**src/source/opl_timer_pkg.sv**
```systemverilog
// shared widths, register indices and bit positions for the timer section; referenced by scope
`default_nettype none

package opl_timer_pkg;

  // bus and counter widths
  localparam int DATA_W  = 8;
  localparam int COUNT_W = 8;

  typedef logic [DATA_W-1:0]  data_t;
  typedef logic [COUNT_W-1:0] timer_count_t;

  // register indices that are actually stored
  localparam data_t REG_TIMER1     = 8'h02;
  localparam data_t REG_TIMER2     = 8'h03;
  localparam data_t REG_TIMER_CTRL = 8'h04;

  // control register fields
  localparam int CTRL_FLAG_RESET_BIT = 7;
  localparam int CTRL_MASK1_BIT      = 6;
  localparam int CTRL_MASK2_BIT      = 5;
  localparam int CTRL_START1_BIT     = 0;
  localparam int CTRL_START2_BIT     = 1;

  // status byte fields, everything else reads zero
  localparam int STATUS_IRQ_BIT   = 7;
  localparam int STATUS_FLAG1_BIT = 6;
  localparam int STATUS_FLAG2_BIT = 5;

  // timer 2 ticks this many times slower than timer 1
  localparam int TIMER2_TICK_RATIO = 4;

endpackage

`default_nettype wire

```
**src/source/opl_bus_decode.sv**
```systemverilog
// host bus decoder: latches the register index, strobes data writes and drives read data
`default_nettype none

module opl_bus_decode (
  input  logic                 clk,
  input  logic                 rst,
  input  logic                 cs_n,
  input  logic                 wr_n,
  input  logic                 a0,
  input  opl_timer_pkg::data_t din,
  input  opl_timer_pkg::data_t status,
  output opl_timer_pkg::data_t dout,
  output logic                 reg_we,
  output opl_timer_pkg::data_t reg_index,
  output opl_timer_pkg::data_t reg_data
);

  logic                 write;
  logic                 read;
  logic                 index_we;
  opl_timer_pkg::data_t index;

  // strobe decode
  assign write    = !cs_n && !wr_n;
  assign read     = !cs_n && !a0;
  assign index_we = write && !a0;

  // index register, used from the next cycle on
  always_ff @(posedge clk or posedge rst) begin
    if (rst) begin
      index <= '0;
    end else if (index_we) begin
      index <= din;
    end
  end

  // data write goes straight through in the same cycle
  assign reg_we    = write && a0;
  assign reg_index = index;
  assign reg_data  = din;

  // status only appears on the bus while it is being read
  always_comb begin
    if (read) begin
      dout = status;
    end else begin
      dout = '0;
    end
  end

endmodule

`default_nettype wire

```
**src/source/opl_timer_regs.sv**
```systemverilog
// timer register block: presets, start and mask bits, and the flag reset command
`default_nettype none

module opl_timer_regs (
  input  logic                        clk,
  input  logic                        rst,
  input  logic                        reg_we,
  input  opl_timer_pkg::data_t        reg_index,
  input  opl_timer_pkg::data_t        reg_data,
  output opl_timer_pkg::timer_count_t preset1,
  output opl_timer_pkg::timer_count_t preset2,
  output logic                        start1,
  output logic                        start2,
  output logic                        mask1,
  output logic                        mask2,
  output logic                        flag_reset
);

  logic preset1_we;
  logic preset2_we;
  logic ctrl_we;
  logic reset_cmd;

  // index match, other indices are dropped
  assign preset1_we = reg_we && (reg_index == opl_timer_pkg::REG_TIMER1);
  assign preset2_we = reg_we && (reg_index == opl_timer_pkg::REG_TIMER2);
  assign ctrl_we    = reg_we && (reg_index == opl_timer_pkg::REG_TIMER_CTRL);

  // bit 7 turns a control write into a flag reset only
  assign reset_cmd  = reg_data[opl_timer_pkg::CTRL_FLAG_RESET_BIT];
  assign flag_reset = ctrl_we && reset_cmd;

  always_ff @(posedge clk or posedge rst) begin
    if (rst) begin
      preset1 <= '0;
    end else if (preset1_we) begin
      preset1 <= reg_data;
    end
  end

  always_ff @(posedge clk or posedge rst) begin
    if (rst) begin
      preset2 <= '0;
    end else if (preset2_we) begin
      preset2 <= reg_data;
    end
  end

  // start and mask bits, left alone by a flag reset
  always_ff @(posedge clk or posedge rst) begin
    if (rst) begin
      start1 <= 1'b0;
      start2 <= 1'b0;
      mask1  <= 1'b0;
      mask2  <= 1'b0;
    end else if (ctrl_we && !reset_cmd) begin
      start1 <= reg_data[opl_timer_pkg::CTRL_START1_BIT];
      start2 <= reg_data[opl_timer_pkg::CTRL_START2_BIT];
      mask1  <= reg_data[opl_timer_pkg::CTRL_MASK1_BIT];
      mask2  <= reg_data[opl_timer_pkg::CTRL_MASK2_BIT];
    end
  end

endmodule

`default_nettype wire

```
**src/source/opl_interval_timer.sv**
```systemverilog
// one interval timer: tick prescaler plus 8-bit up counter with preset reload and overflow pulse
`default_nettype none

module opl_interval_timer #(
  parameter int tick_clks = 4
) (
  input  logic                        clk,
  input  logic                        rst,
  input  logic                        start,
  input  opl_timer_pkg::timer_count_t preset,
  output logic                        overflow
);

  // at least one bit even for a divide by one
  localparam int PRESC_W = (tick_clks > 1) ? $clog2(tick_clks) : 1;
  localparam logic [PRESC_W-1:0] PRESC_LAST = PRESC_W'(tick_clks - 1);

  logic [PRESC_W-1:0]          presc;
  logic                        tick;
  logic                        at_top;
  opl_timer_pkg::timer_count_t count;

  assign tick   = start && (presc == PRESC_LAST);
  assign at_top = &count;

  // prescaler, parked at zero while stopped
  always_ff @(posedge clk or posedge rst) begin
    if (rst) begin
      presc <= '0;
    end else if (!start || tick) begin
      presc <= '0;
    end else begin
      presc <= presc + 1'b1;
    end
  end

  // counter follows the preset until started
  always_ff @(posedge clk or posedge rst) begin
    if (rst) begin
      count <= '0;
    end else if (!start) begin
      count <= preset;
    end else if (tick) begin
      if (at_top) begin
        count <= preset;
      end else begin
        count <= count + 1'b1;
      end
    end
  end

  // single cycle pulse on wrap
  always_ff @(posedge clk or posedge rst) begin
    if (rst) begin
      overflow <= 1'b0;
    end else begin
      overflow <= tick && at_top;
    end
  end

endmodule

`default_nettype wire

```
**src/source/opl_status_irq.sv**
```systemverilog
// overflow flags, status byte and active low interrupt for both timers
`default_nettype none

module opl_status_irq (
  input  logic                 clk,
  input  logic                 rst,
  input  logic                 overflow1,
  input  logic                 overflow2,
  input  logic                 mask1,
  input  logic                 mask2,
  input  logic                 flag_reset,
  output opl_timer_pkg::data_t status,
  output logic                 irq_n
);

  logic flag1;
  logic flag2;
  logic irq_set;

  // a masked timer still sets its flag
  assign irq_set = (overflow1 && !mask1) || (overflow2 && !mask2);

  // pulse beats a reset in the same cycle
  always_ff @(posedge clk or posedge rst) begin
    if (rst) begin
      flag1 <= 1'b0;
      flag2 <= 1'b0;
    end else begin
      if (overflow1) begin
        flag1 <= 1'b1;
      end else if (flag_reset) begin
        flag1 <= 1'b0;
      end
      if (overflow2) begin
        flag2 <= 1'b1;
      end else if (flag_reset) begin
        flag2 <= 1'b0;
      end
    end
  end

  always_ff @(posedge clk or posedge rst) begin
    if (rst) begin
      irq_n <= 1'b1;
    end else if (irq_set) begin
      irq_n <= 1'b0;
    end else if (flag_reset) begin
      irq_n <= 1'b1;
    end
  end

  // status byte, top bit is either flag
  always_comb begin
    status = '0;
    status[opl_timer_pkg::STATUS_IRQ_BIT]   = flag1 || flag2;
    status[opl_timer_pkg::STATUS_FLAG1_BIT] = flag1;
    status[opl_timer_pkg::STATUS_FLAG2_BIT] = flag2;
  end

endmodule

`default_nettype wire

```
**src/source/opl_timer_top.sv**
```systemverilog
// timer section top level: bus decoder, register block, two timers and status/irq logic
`default_nettype none

module opl_timer_top #(
  parameter int tick_clks = 4
) (
  input  logic                 clk,
  input  logic                 rst,
  input  logic                 cs_n,
  input  logic                 wr_n,
  input  logic                 a0,
  input  opl_timer_pkg::data_t din,
  output opl_timer_pkg::data_t dout,
  output logic                 irq_n
);

  // timer 2 runs on a slower tick
  localparam int TIMER2_TICK_CLKS = tick_clks * opl_timer_pkg::TIMER2_TICK_RATIO;

  logic                        reg_we;
  opl_timer_pkg::data_t        reg_index;
  opl_timer_pkg::data_t        reg_data;
  opl_timer_pkg::data_t        status;
  opl_timer_pkg::timer_count_t preset1;
  opl_timer_pkg::timer_count_t preset2;
  logic                        start1;
  logic                        start2;
  logic                        mask1;
  logic                        mask2;
  logic                        flag_reset;
  logic                        overflow1;
  logic                        overflow2;

  opl_bus_decode bus_decode (
    .clk       (clk),
    .rst       (rst),
    .cs_n      (cs_n),
    .wr_n      (wr_n),
    .a0        (a0),
    .din       (din),
    .status    (status),
    .dout      (dout),
    .reg_we    (reg_we),
    .reg_index (reg_index),
    .reg_data  (reg_data)
  );

  opl_timer_regs timer_regs (
    .clk        (clk),
    .rst        (rst),
    .reg_we     (reg_we),
    .reg_index  (reg_index),
    .reg_data   (reg_data),
    .preset1    (preset1),
    .preset2    (preset2),
    .start1     (start1),
    .start2     (start2),
    .mask1      (mask1),
    .mask2      (mask2),
    .flag_reset (flag_reset)
  );

  opl_interval_timer #(.tick_clks(tick_clks)) timer1 (
    .clk      (clk),
    .rst      (rst),
    .start    (start1),
    .preset   (preset1),
    .overflow (overflow1)
  );

  opl_interval_timer #(.tick_clks(TIMER2_TICK_CLKS)) timer2 (
    .clk      (clk),
    .rst      (rst),
    .start    (start2),
    .preset   (preset2),
    .overflow (overflow2)
  );

  opl_status_irq status_irq (
    .clk        (clk),
    .rst        (rst),
    .overflow1  (overflow1),
    .overflow2  (overflow2),
    .mask1      (mask1),
    .mask2      (mask2),
    .flag_reset (flag_reset),
    .status     (status),
    .irq_n      (irq_n)
  );

endmodule

`default_nettype wire

```
**config.mk**
```make
export PLATFORM = sky130hd
export DESIGN_NAME = opl_timer_top
export DESIGN_NICKNAME = d
export VERILOG_FILES = /design/src/source/opl_timer_pkg.sv /design/src/source/opl_bus_decode.sv /design/src/source/opl_timer_regs.sv /design/src/source/opl_interval_timer.sv /design/src/source/opl_status_irq.sv /design/src/source/opl_timer_top.sv
export SDC_FILE = /design/constraint.sdc
export NUM_CORES = 1
export LEC_CHECK = 0
export BUFFER_PORTS_ARGS = -buffer_cell sky130_fd_sc_hd__clkbuf_2
export CAP_MARGIN = 10
export CORE_MARGIN = 1.5
export CORE_UTILIZATION = 45
export CTS_CLUSTER_SIZE = 28
export DETAILED_ROUTE_END_ITERATION = 8
export GPL_TIMING_DRIVEN = 1
export PLACE_DENSITY_LB_ADDON = 0.08
export RECOVER_POWER = 50
export SLEW_MARGIN = 20
export SYNTH_ARGS = -nofsm -noshare
export SYNTH_HDL_FRONTEND = slang
export SYNTH_SLANG_ARGS = --single-unit
```
**constraint.sdc**
```tcl
create_clock -name clk -period 2.7 [get_ports clk]
set_clock_uncertainty 0.2 [all_clocks]
set_input_delay 0.27 -clock clk [delete_from_list [all_inputs] [get_ports clk]]
set_output_delay 0.27 -clock clk [all_outputs]
set_load 0.005 [all_outputs]
```
==> metrics.csv, run 1 <==
metric,value,unit
status,"complete, no violations",
Congestion Overflow GR,0,
vias per cell,5.489,
Port Buffers,16,
Util after Layout,0.5226,
async set-reset flop share out of synthesis,1.000,
worst vdd ir,293.6,uV
min Tclk post-route,2.096,ns
"FF+latch count, synth",55,
Tightest Hold Check Type,in2reg,
std cell rows,27,
Netlist cell types,49,
"count leader, synth",dfrtp_1,
WL/cell,15.77,um
worst r2r src,bus_decode.reg_index[6]$_DFFE_PP0P_,
warning count from the yosys run,0,
DRT iter0 DRCs,106,
via count,1784,
Worst Tran Pin Value,1.354,ns
total power draw,1.755,mW
DP HPWL,3.704,mm
final setup fails,0,
Worst Setup Start Kind,flip-flop,
Initial Utilization,0.4718,
Synth area leader,dfrtp_1,
postcts setup bufs,0,
worst hold start,din[2],
Final GP Congestion,0.8098,
Leak Pwr,1.333,nW
Worst EP arrival,2.11,ns
setup TNS,0,ns
Clock Latency Late Sink,0.31,ns
CTS max path bufs,2,
Routed Antenna Nets,0,
final hold violation count,0,
overall routing resource usage,0.1795,
post-synthesis cell count,231,
Tcrit/Tclk final,0.7762,
core area,5540,sq um
Max Freq,477.2,MHz
Area contributors post-synth,"dfrtp_1, mux2_2, nand2_1",
CP Max Fanout,3,
unrepaired setup endpoints after global routing,false,
DR DRC count,0,
first-pass GRT wire length,8.487,mm
synthesized cell area,2614,sq um
die width,79.21,um
WL final,5.126,mm
MaxCap Viol Count,0,
top-area cell type share of the netlist area,0.5170,
Avg Inst Size Synth,11.31,sq um
register area share after synthesis,0.5270,
CP required,2.72,ns
Final Max Tran Viols,0,
dpl cells,316,
chip height,79.21,um
drt pass-1 iters,4,
nets,269,
IO Count,22,
H-Tree Depth,2,
Post-synth top cells,"dfrtp_1, mux2_2, nand2_1, nor2_1, inv_1",
Num CTS Buffers,5,
Clock transition at path regs,0.10,ns
share of cells above drive strength 1,0.2292,
clock sinks,55,
Worst setup startpoint,bus_decode.reg_index[6]$_DFFE_PP0P_,
max_slew headroom,0.09724,
Syn-to-layout area delta,10.77,%
largest net degree at the start of global routing,56,
PD cells,606.1,nW/um^2
fin cells,325,
antenna cell count,0,
critical path class,reg2reg,
die area,6274,sq um
initial antenna violation count,0,
CTS tree,built,
vias in the first global route,1680,
Post-synth EDFFs,0,
Synth Flop Type,dfrtp_1,
CP endpoint kind,flip-flop,
Clock Tree Root,clkbuf_8,
## kinds of logic (layout without fill, tap and decap cells)
family,count (synthesis),in the layout,share of synthesized area
flops,55,55,0.5270
fa+ha+maj,4,4,0.01915
simple gates,75,75,0.1632
buf+inv,21,39,0.03734
other cells,1,5,0.001435
xor+xnor,6,6,0.02011
compound gates,38,38,0.1001
mux,31,31,0.1316
## power by group
group          total, mW  internal [mW]  switching (mW)
clock network      0.646          0.370           0.276
logic              0.151         0.0758          0.0752
registers          0.958          0.889          0.0683
## placed cells by master, fill, tap and decap left out, types with 2 or more instances in the layout
| cell | n |
|---|---|
| dfrtp_1 | 54 |
| mux2_2 | 26 |
| nand2_1 | 18 |
| nor2_1 | 17 |
| clkbuf_2 | 16 |
| inv_1 | 12 |
| nand3_1 | 11 |
| o21ai_0 | 10 |
| nand4_1 | 7 |
| a21oi_1 | 5 |
| conb_1 | 5 |
| clkbuf_8 | 5 |
| and3_1 | 4 |
| mux2i_1 | 4 |
| ha_1 | 4 |
| o211ai_1 | 3 |
| xor2_1 | 3 |
| a311oi_1 | 3 |
| xnor2_1 | 3 |
| nor4_2 | 2 |
| nor3_1 | 2 |
| o31a_1 | 2 |
| nand2b_1 | 2 |
| o22ai_1 | 2 |
| and2_1 | 2 |
| a211oi_1 | 2 |
| a21o_1 | 2 |
| bufinv_16 | 2 |
## critical path: stages, from the launching register on
cell      delay, ns
dfrtp_1        0.42
nor4b_4        0.32
nand3b_2       0.17
or4b_1         0.55
a222oi_1       0.35
## timing repair
item | CTS | global route
hold endpoints to repair | 54 | 0
hold buffers | 1 | 0
gates resized for setup | 0 | 0
## flip-flops by register name, summed over array words and instances (netlist names), 2 cells and up
register              count
bus_decode.reg_index      8
timer1.presc              2
timer2.presc              4
timer_regs.preset1        8
timer1.count              8
timer_regs.preset2        8
timer2.count              8
## through the flow
stage	hold slack, ns	setup slack (ns)	instance area [sq um]
6_report	0.01276	0.6043	2895
3_3_place_gp	0.1367	0.6532	2770
3_5_place_dp	0.1367	0.6125	2770
2_1_floorplan	0.1868	0.7386	2629
4_1_cts	0.01741	0.5876	2917
5_1_grt	0.04018	0.4298	2895
## metal layers
| metal | share of wire | track usage | up-vias |
|---|---|---|---|
| met2 | 0.43 | 0.2556 | 37 |
| met1 | 0.52 | 0.2700 | 881 |
| met3 | 0.038 | 0.03908 | 6 |
| met5 | 0 | 0 | - |
| met4 | 0.014 | 0.05789 | 0 |
| li1 | - | - | 860 |
## area by class of cell
type | count | area, sq um
flip-flops and latches | 55 | 1378
clock buffers | 5 | 68.82
fillers | 516 | 2645
repair buffers | 18 | 93.84
inverters | 13 | 48.80
multi-input cells | 159 | 1149
well taps | 72 | 90.09
clock inverters | 3 | 67.56
## path summary, 6_finish.rpt
path / to / cells past startpoint / slack [ns]
hold reg to reg: status_irq.irq_n$_DFFE_PP1P_ / 1 / 0.23
min in group asynchronous: timer1.count[7]$_DFFE_PP0P_ / 4 / 0.72
setup reg to reg: status_irq.irq_n$_DFFE_PP1P_ / 4 / 0.60
max in group asynchronous: timer2.count[3]$_DFFE_PP0N_ / 4 / 0.77
hold / removal: bus_decode.reg_index[2]$_DFFE_PP0P_ / 3 / 0.01
setup / recovery: status_irq.irq_n$_DFFE_PP1P_ / 4 / 0.60
No activity file was read; power rests on OpenSTA's default activity.
==> inputs of run 2 (changes only) <==
Clock period 2.7 ns to 1.8 ns, I/O delays scaled along.
==> metrics.csv, run 2 (synthesis results as in run 1) <==
metric,value,unit,change
status,"finished, violations left",,
failing checks,setup timing,,
DP HPWL,3.997,mm,+7.9%
r2r endpoint,timer_regs.preset1[0]$_DFFE_PP0P_,,
initial antenna violation count,0,,unchanged
vias in the first global route,1836,,+9.3%
Clock Tree Root,clkbuf_8,,
PD cells,820.0,nW/um^2,+35%
"commonest cells after routing, fill and taps aside","dfrtp_1, buf_4, nand2_1",,
clock sinks,55,,unchanged
CTS max path bufs,2,,unchanged
worst vdd ir,615.6,uV,+110%
clock share of power,0.350,,-0.018
sequential power share,0.537,,-0.009
chip height,79.21,um,unchanged
PnR worst setup slack,-0.2485,ns,-0.8528 ns
unrepaired setup endpoints after global routing,true,,
Tightest Hold Check Type,in2reg,,
Clock transition at path regs,0.10,ns,about the same
Worst EP arrival,2.03,ns,-0.08 ns
core area,5540,sq um,unchanged
H-Tree Depth,2,,unchanged
Util after Layout,0.5874,,+0.06481
"commonest non-fill, non-tap cell in the layout",dfrtp_1,,
Routed Antenna Nets,0,,unchanged
largest net degree at the start of global routing,40,,-29%
Post-Place Cell Area,2982,sq um,+7.6%
crit path cell chain,nor4_4 > nand3b_4 > buf_4 > nor3b_4 > buf_12 > mux2_4,,
IO Count,22,,unchanged
first-pass GRT wire length,9.225,mm,+8.7%
antenna cell count,0,,unchanged
Port Buffers,16,,unchanged
CP required,1.78,ns,-0.94 ns
max_slew headroom,0.5611,,+0.4639
min Tclk post-route,2.049,ns,-0.04720 ns
Int Power,2.052,mW,+54%
Worst Setup Start Kind,flip-flop,,
family with the most delay on the worst path,simple AND/OR/NAND/NOR gates,,
critical path class,reg2reg,,
final setup fails,15,,+15
Initial Utilization,0.4718,,unchanged
Crit path largest cell delay,0.41,ns,-0.14 ns
DRT iter0 DRCs,70,,-34%
sw power,0.6162,mW,+47%
final hold violation count,0,,unchanged
worst hold start,din[1],,
Syn-to-layout area delta,24.51,%,
WL final,5.449,mm,+6.3%
CTS tree,built,,
nets,302,,+12%
CP endpoint kind,flip-flop,,
CP Max Fanout,8,,+5
Combinational Power Share,0.113,,+0.027
worst r2r src,bus_decode.reg_index[5]$_DFFE_PP0P_,,
WL/cell,15.22,um,-3.5%
Reg2Reg Depth,6,,+2
via count,1911,,+7.1%
hold worst-path end,bus_decode.reg_index[1]$_DFFE_PP0P_,,
Num CTS Buffers,5,,unchanged
Final Max Tran Viols,0,,unchanged
Final GP Congestion,0.7865,,-2.9%
Levels on crit path,6,,+2
DR DRC count,0,,unchanged
switch share,0.2309,,-0.008414
Crit-path slowest cell,dfrtp_1,,
share of cells above drive strength 1,0.3217,,+0.09243
total power draw,2.668,mW,+52%
std cell rows,27,,unchanged
Leak Pwr,1.529,nW,+15%
Max Freq,488.2,MHz,+2.3%
Clock Latency Late Sink,0.30,ns,about the same
r2r setup slk,-0.25,ns,-0.85 ns
Tcrit/Tclk final,1.138,,+0.3619
die width,79.21,um,unchanged
fin area,3254,sq um,+12%
Congestion Overflow GR,0,,unchanged
overall routing resource usage,0.1925,,+0.01294
"Buf+Inv Stages, Crit Path",2,,+2
Hold Crit Depth,2,,-1
Worst Tran Pin Value,0.6576,ns,-0.6965 ns
MaxCap Viol Count,0,,unchanged
vias per cell,5.338,,-2.8%
die area,6274,sq um,unchanged
drt pass-1 iters,4,,unchanged
run 2: cell count changes in the layout (fill, tap and decap cells not counted), moves of 2 or more:
| cell | before | now |
|---|---|---|
| buf_4 | 0 | 26 |
| mux2_4 | 0 | 11 |
| mux2_2 | 26 | 16 |
| dlygate4sd3_1 | 1 | 6 |
| clkbuf_1 | 1 | 3 |
| nor4_2 | 2 | 0 |
| nor4_4 | 0 | 2 |
run 2: final cells by class:
cell class,count,area [sq um]
clock buffers,6,72.57
inverters,13,48.80
repair buffers,51,365.4
fillers,480,2286
flip-flops and latches,55,1378
clock inverters,2,60.06
well taps,72,90.09
multi-input cells,159,1240
run 2: worst max path at each step:
| stage | slack [ns] | endpoint | from |
|---|---|---|---|
| global route | -0.31 | status_irq.irq_n$_DFFE_PP1P_ | bus_decode.reg_index[5]$_DFFE_PP0P_ |
| floorplan | -0.13 | status_irq.irq_n$_DFFE_PP1P_ | bus_decode.reg_index[5]$_DFFE_PP0P_ |
| global placement | -0.20 | status_irq.irq_n$_DFFE_PP1P_ | bus_decode.reg_index[5]$_DFFE_PP0P_ |
| detailed placement | -0.24 | status_irq.irq_n$_DFFE_PP1P_ | bus_decode.reg_index[5]$_DFFE_PP0P_ |
| finish | -0.25 | timer_regs.preset1[0]$_DFFE_PP0P_ | bus_decode.reg_index[5]$_DFFE_PP0P_ |
| CTS | -0.22 | status_irq.irq_n$_DFFE_PP1P_ | bus_decode.reg_index[5]$_DFFE_PP0P_ |
run 2: through the flow:
step                setup TNS (ns)  instances  setup slack [ns]  hold slack [ns]
finish                      -3.175        358           -0.2485         0.005089
global placement            -1.619        341           -0.1992         -0.02802
detailed placement          -2.136        341           -0.2419         -0.02721
global route                -5.835        358           -0.3092         0.003490
floorplan                   -1.360        235           -0.1315          0.09684
CTS                         -2.125        356           -0.2199         0.003712
run 2: metal layers:
metal	global-route usage	part of all wire	vias up
met4	0.06316	0.012	0
met3	0.02414	0.029	5
met5	0	0	-
met2	0.2846	0.45	35
met1	0.2922	0.51	935
li1	-	-	936
run 2: power groups by stage:
stage / Clock [mW] / Combinational (mW) / Sequential [mW]
floorplan: 0 / 0.188 / 1.43
global placement: 0 / 0.277 / 1.45
detailed placement: 0 / 0.284 / 1.45
CTS: 0.966 / 0.306 / 1.43
global route: 1.01 / 0.339 / 1.45
finish: 0.933 / 0.301 / 1.43
run 2: worst reg2reg max path, cell delays in order, from the launching register on:
cell and delay, ns:
dfrtp_1 0.41, nor4_4 0.35, nand3b_4 0.13, buf_4 0.16, nor3b_4 0.21, buf_12 0.17
mux2_4 0.31
run 2: timing repair:
item | in CTS | in global routing
endpoints found under the setup margin | 17 | 22
cloned | 0 | 0
pin swaps | 2 | 1
endpoints found under the hold margin | 39 | 0
buffers inserted | 1 | 2
hold buffers | 6 | 0
gates resized for setup | 9 | 10
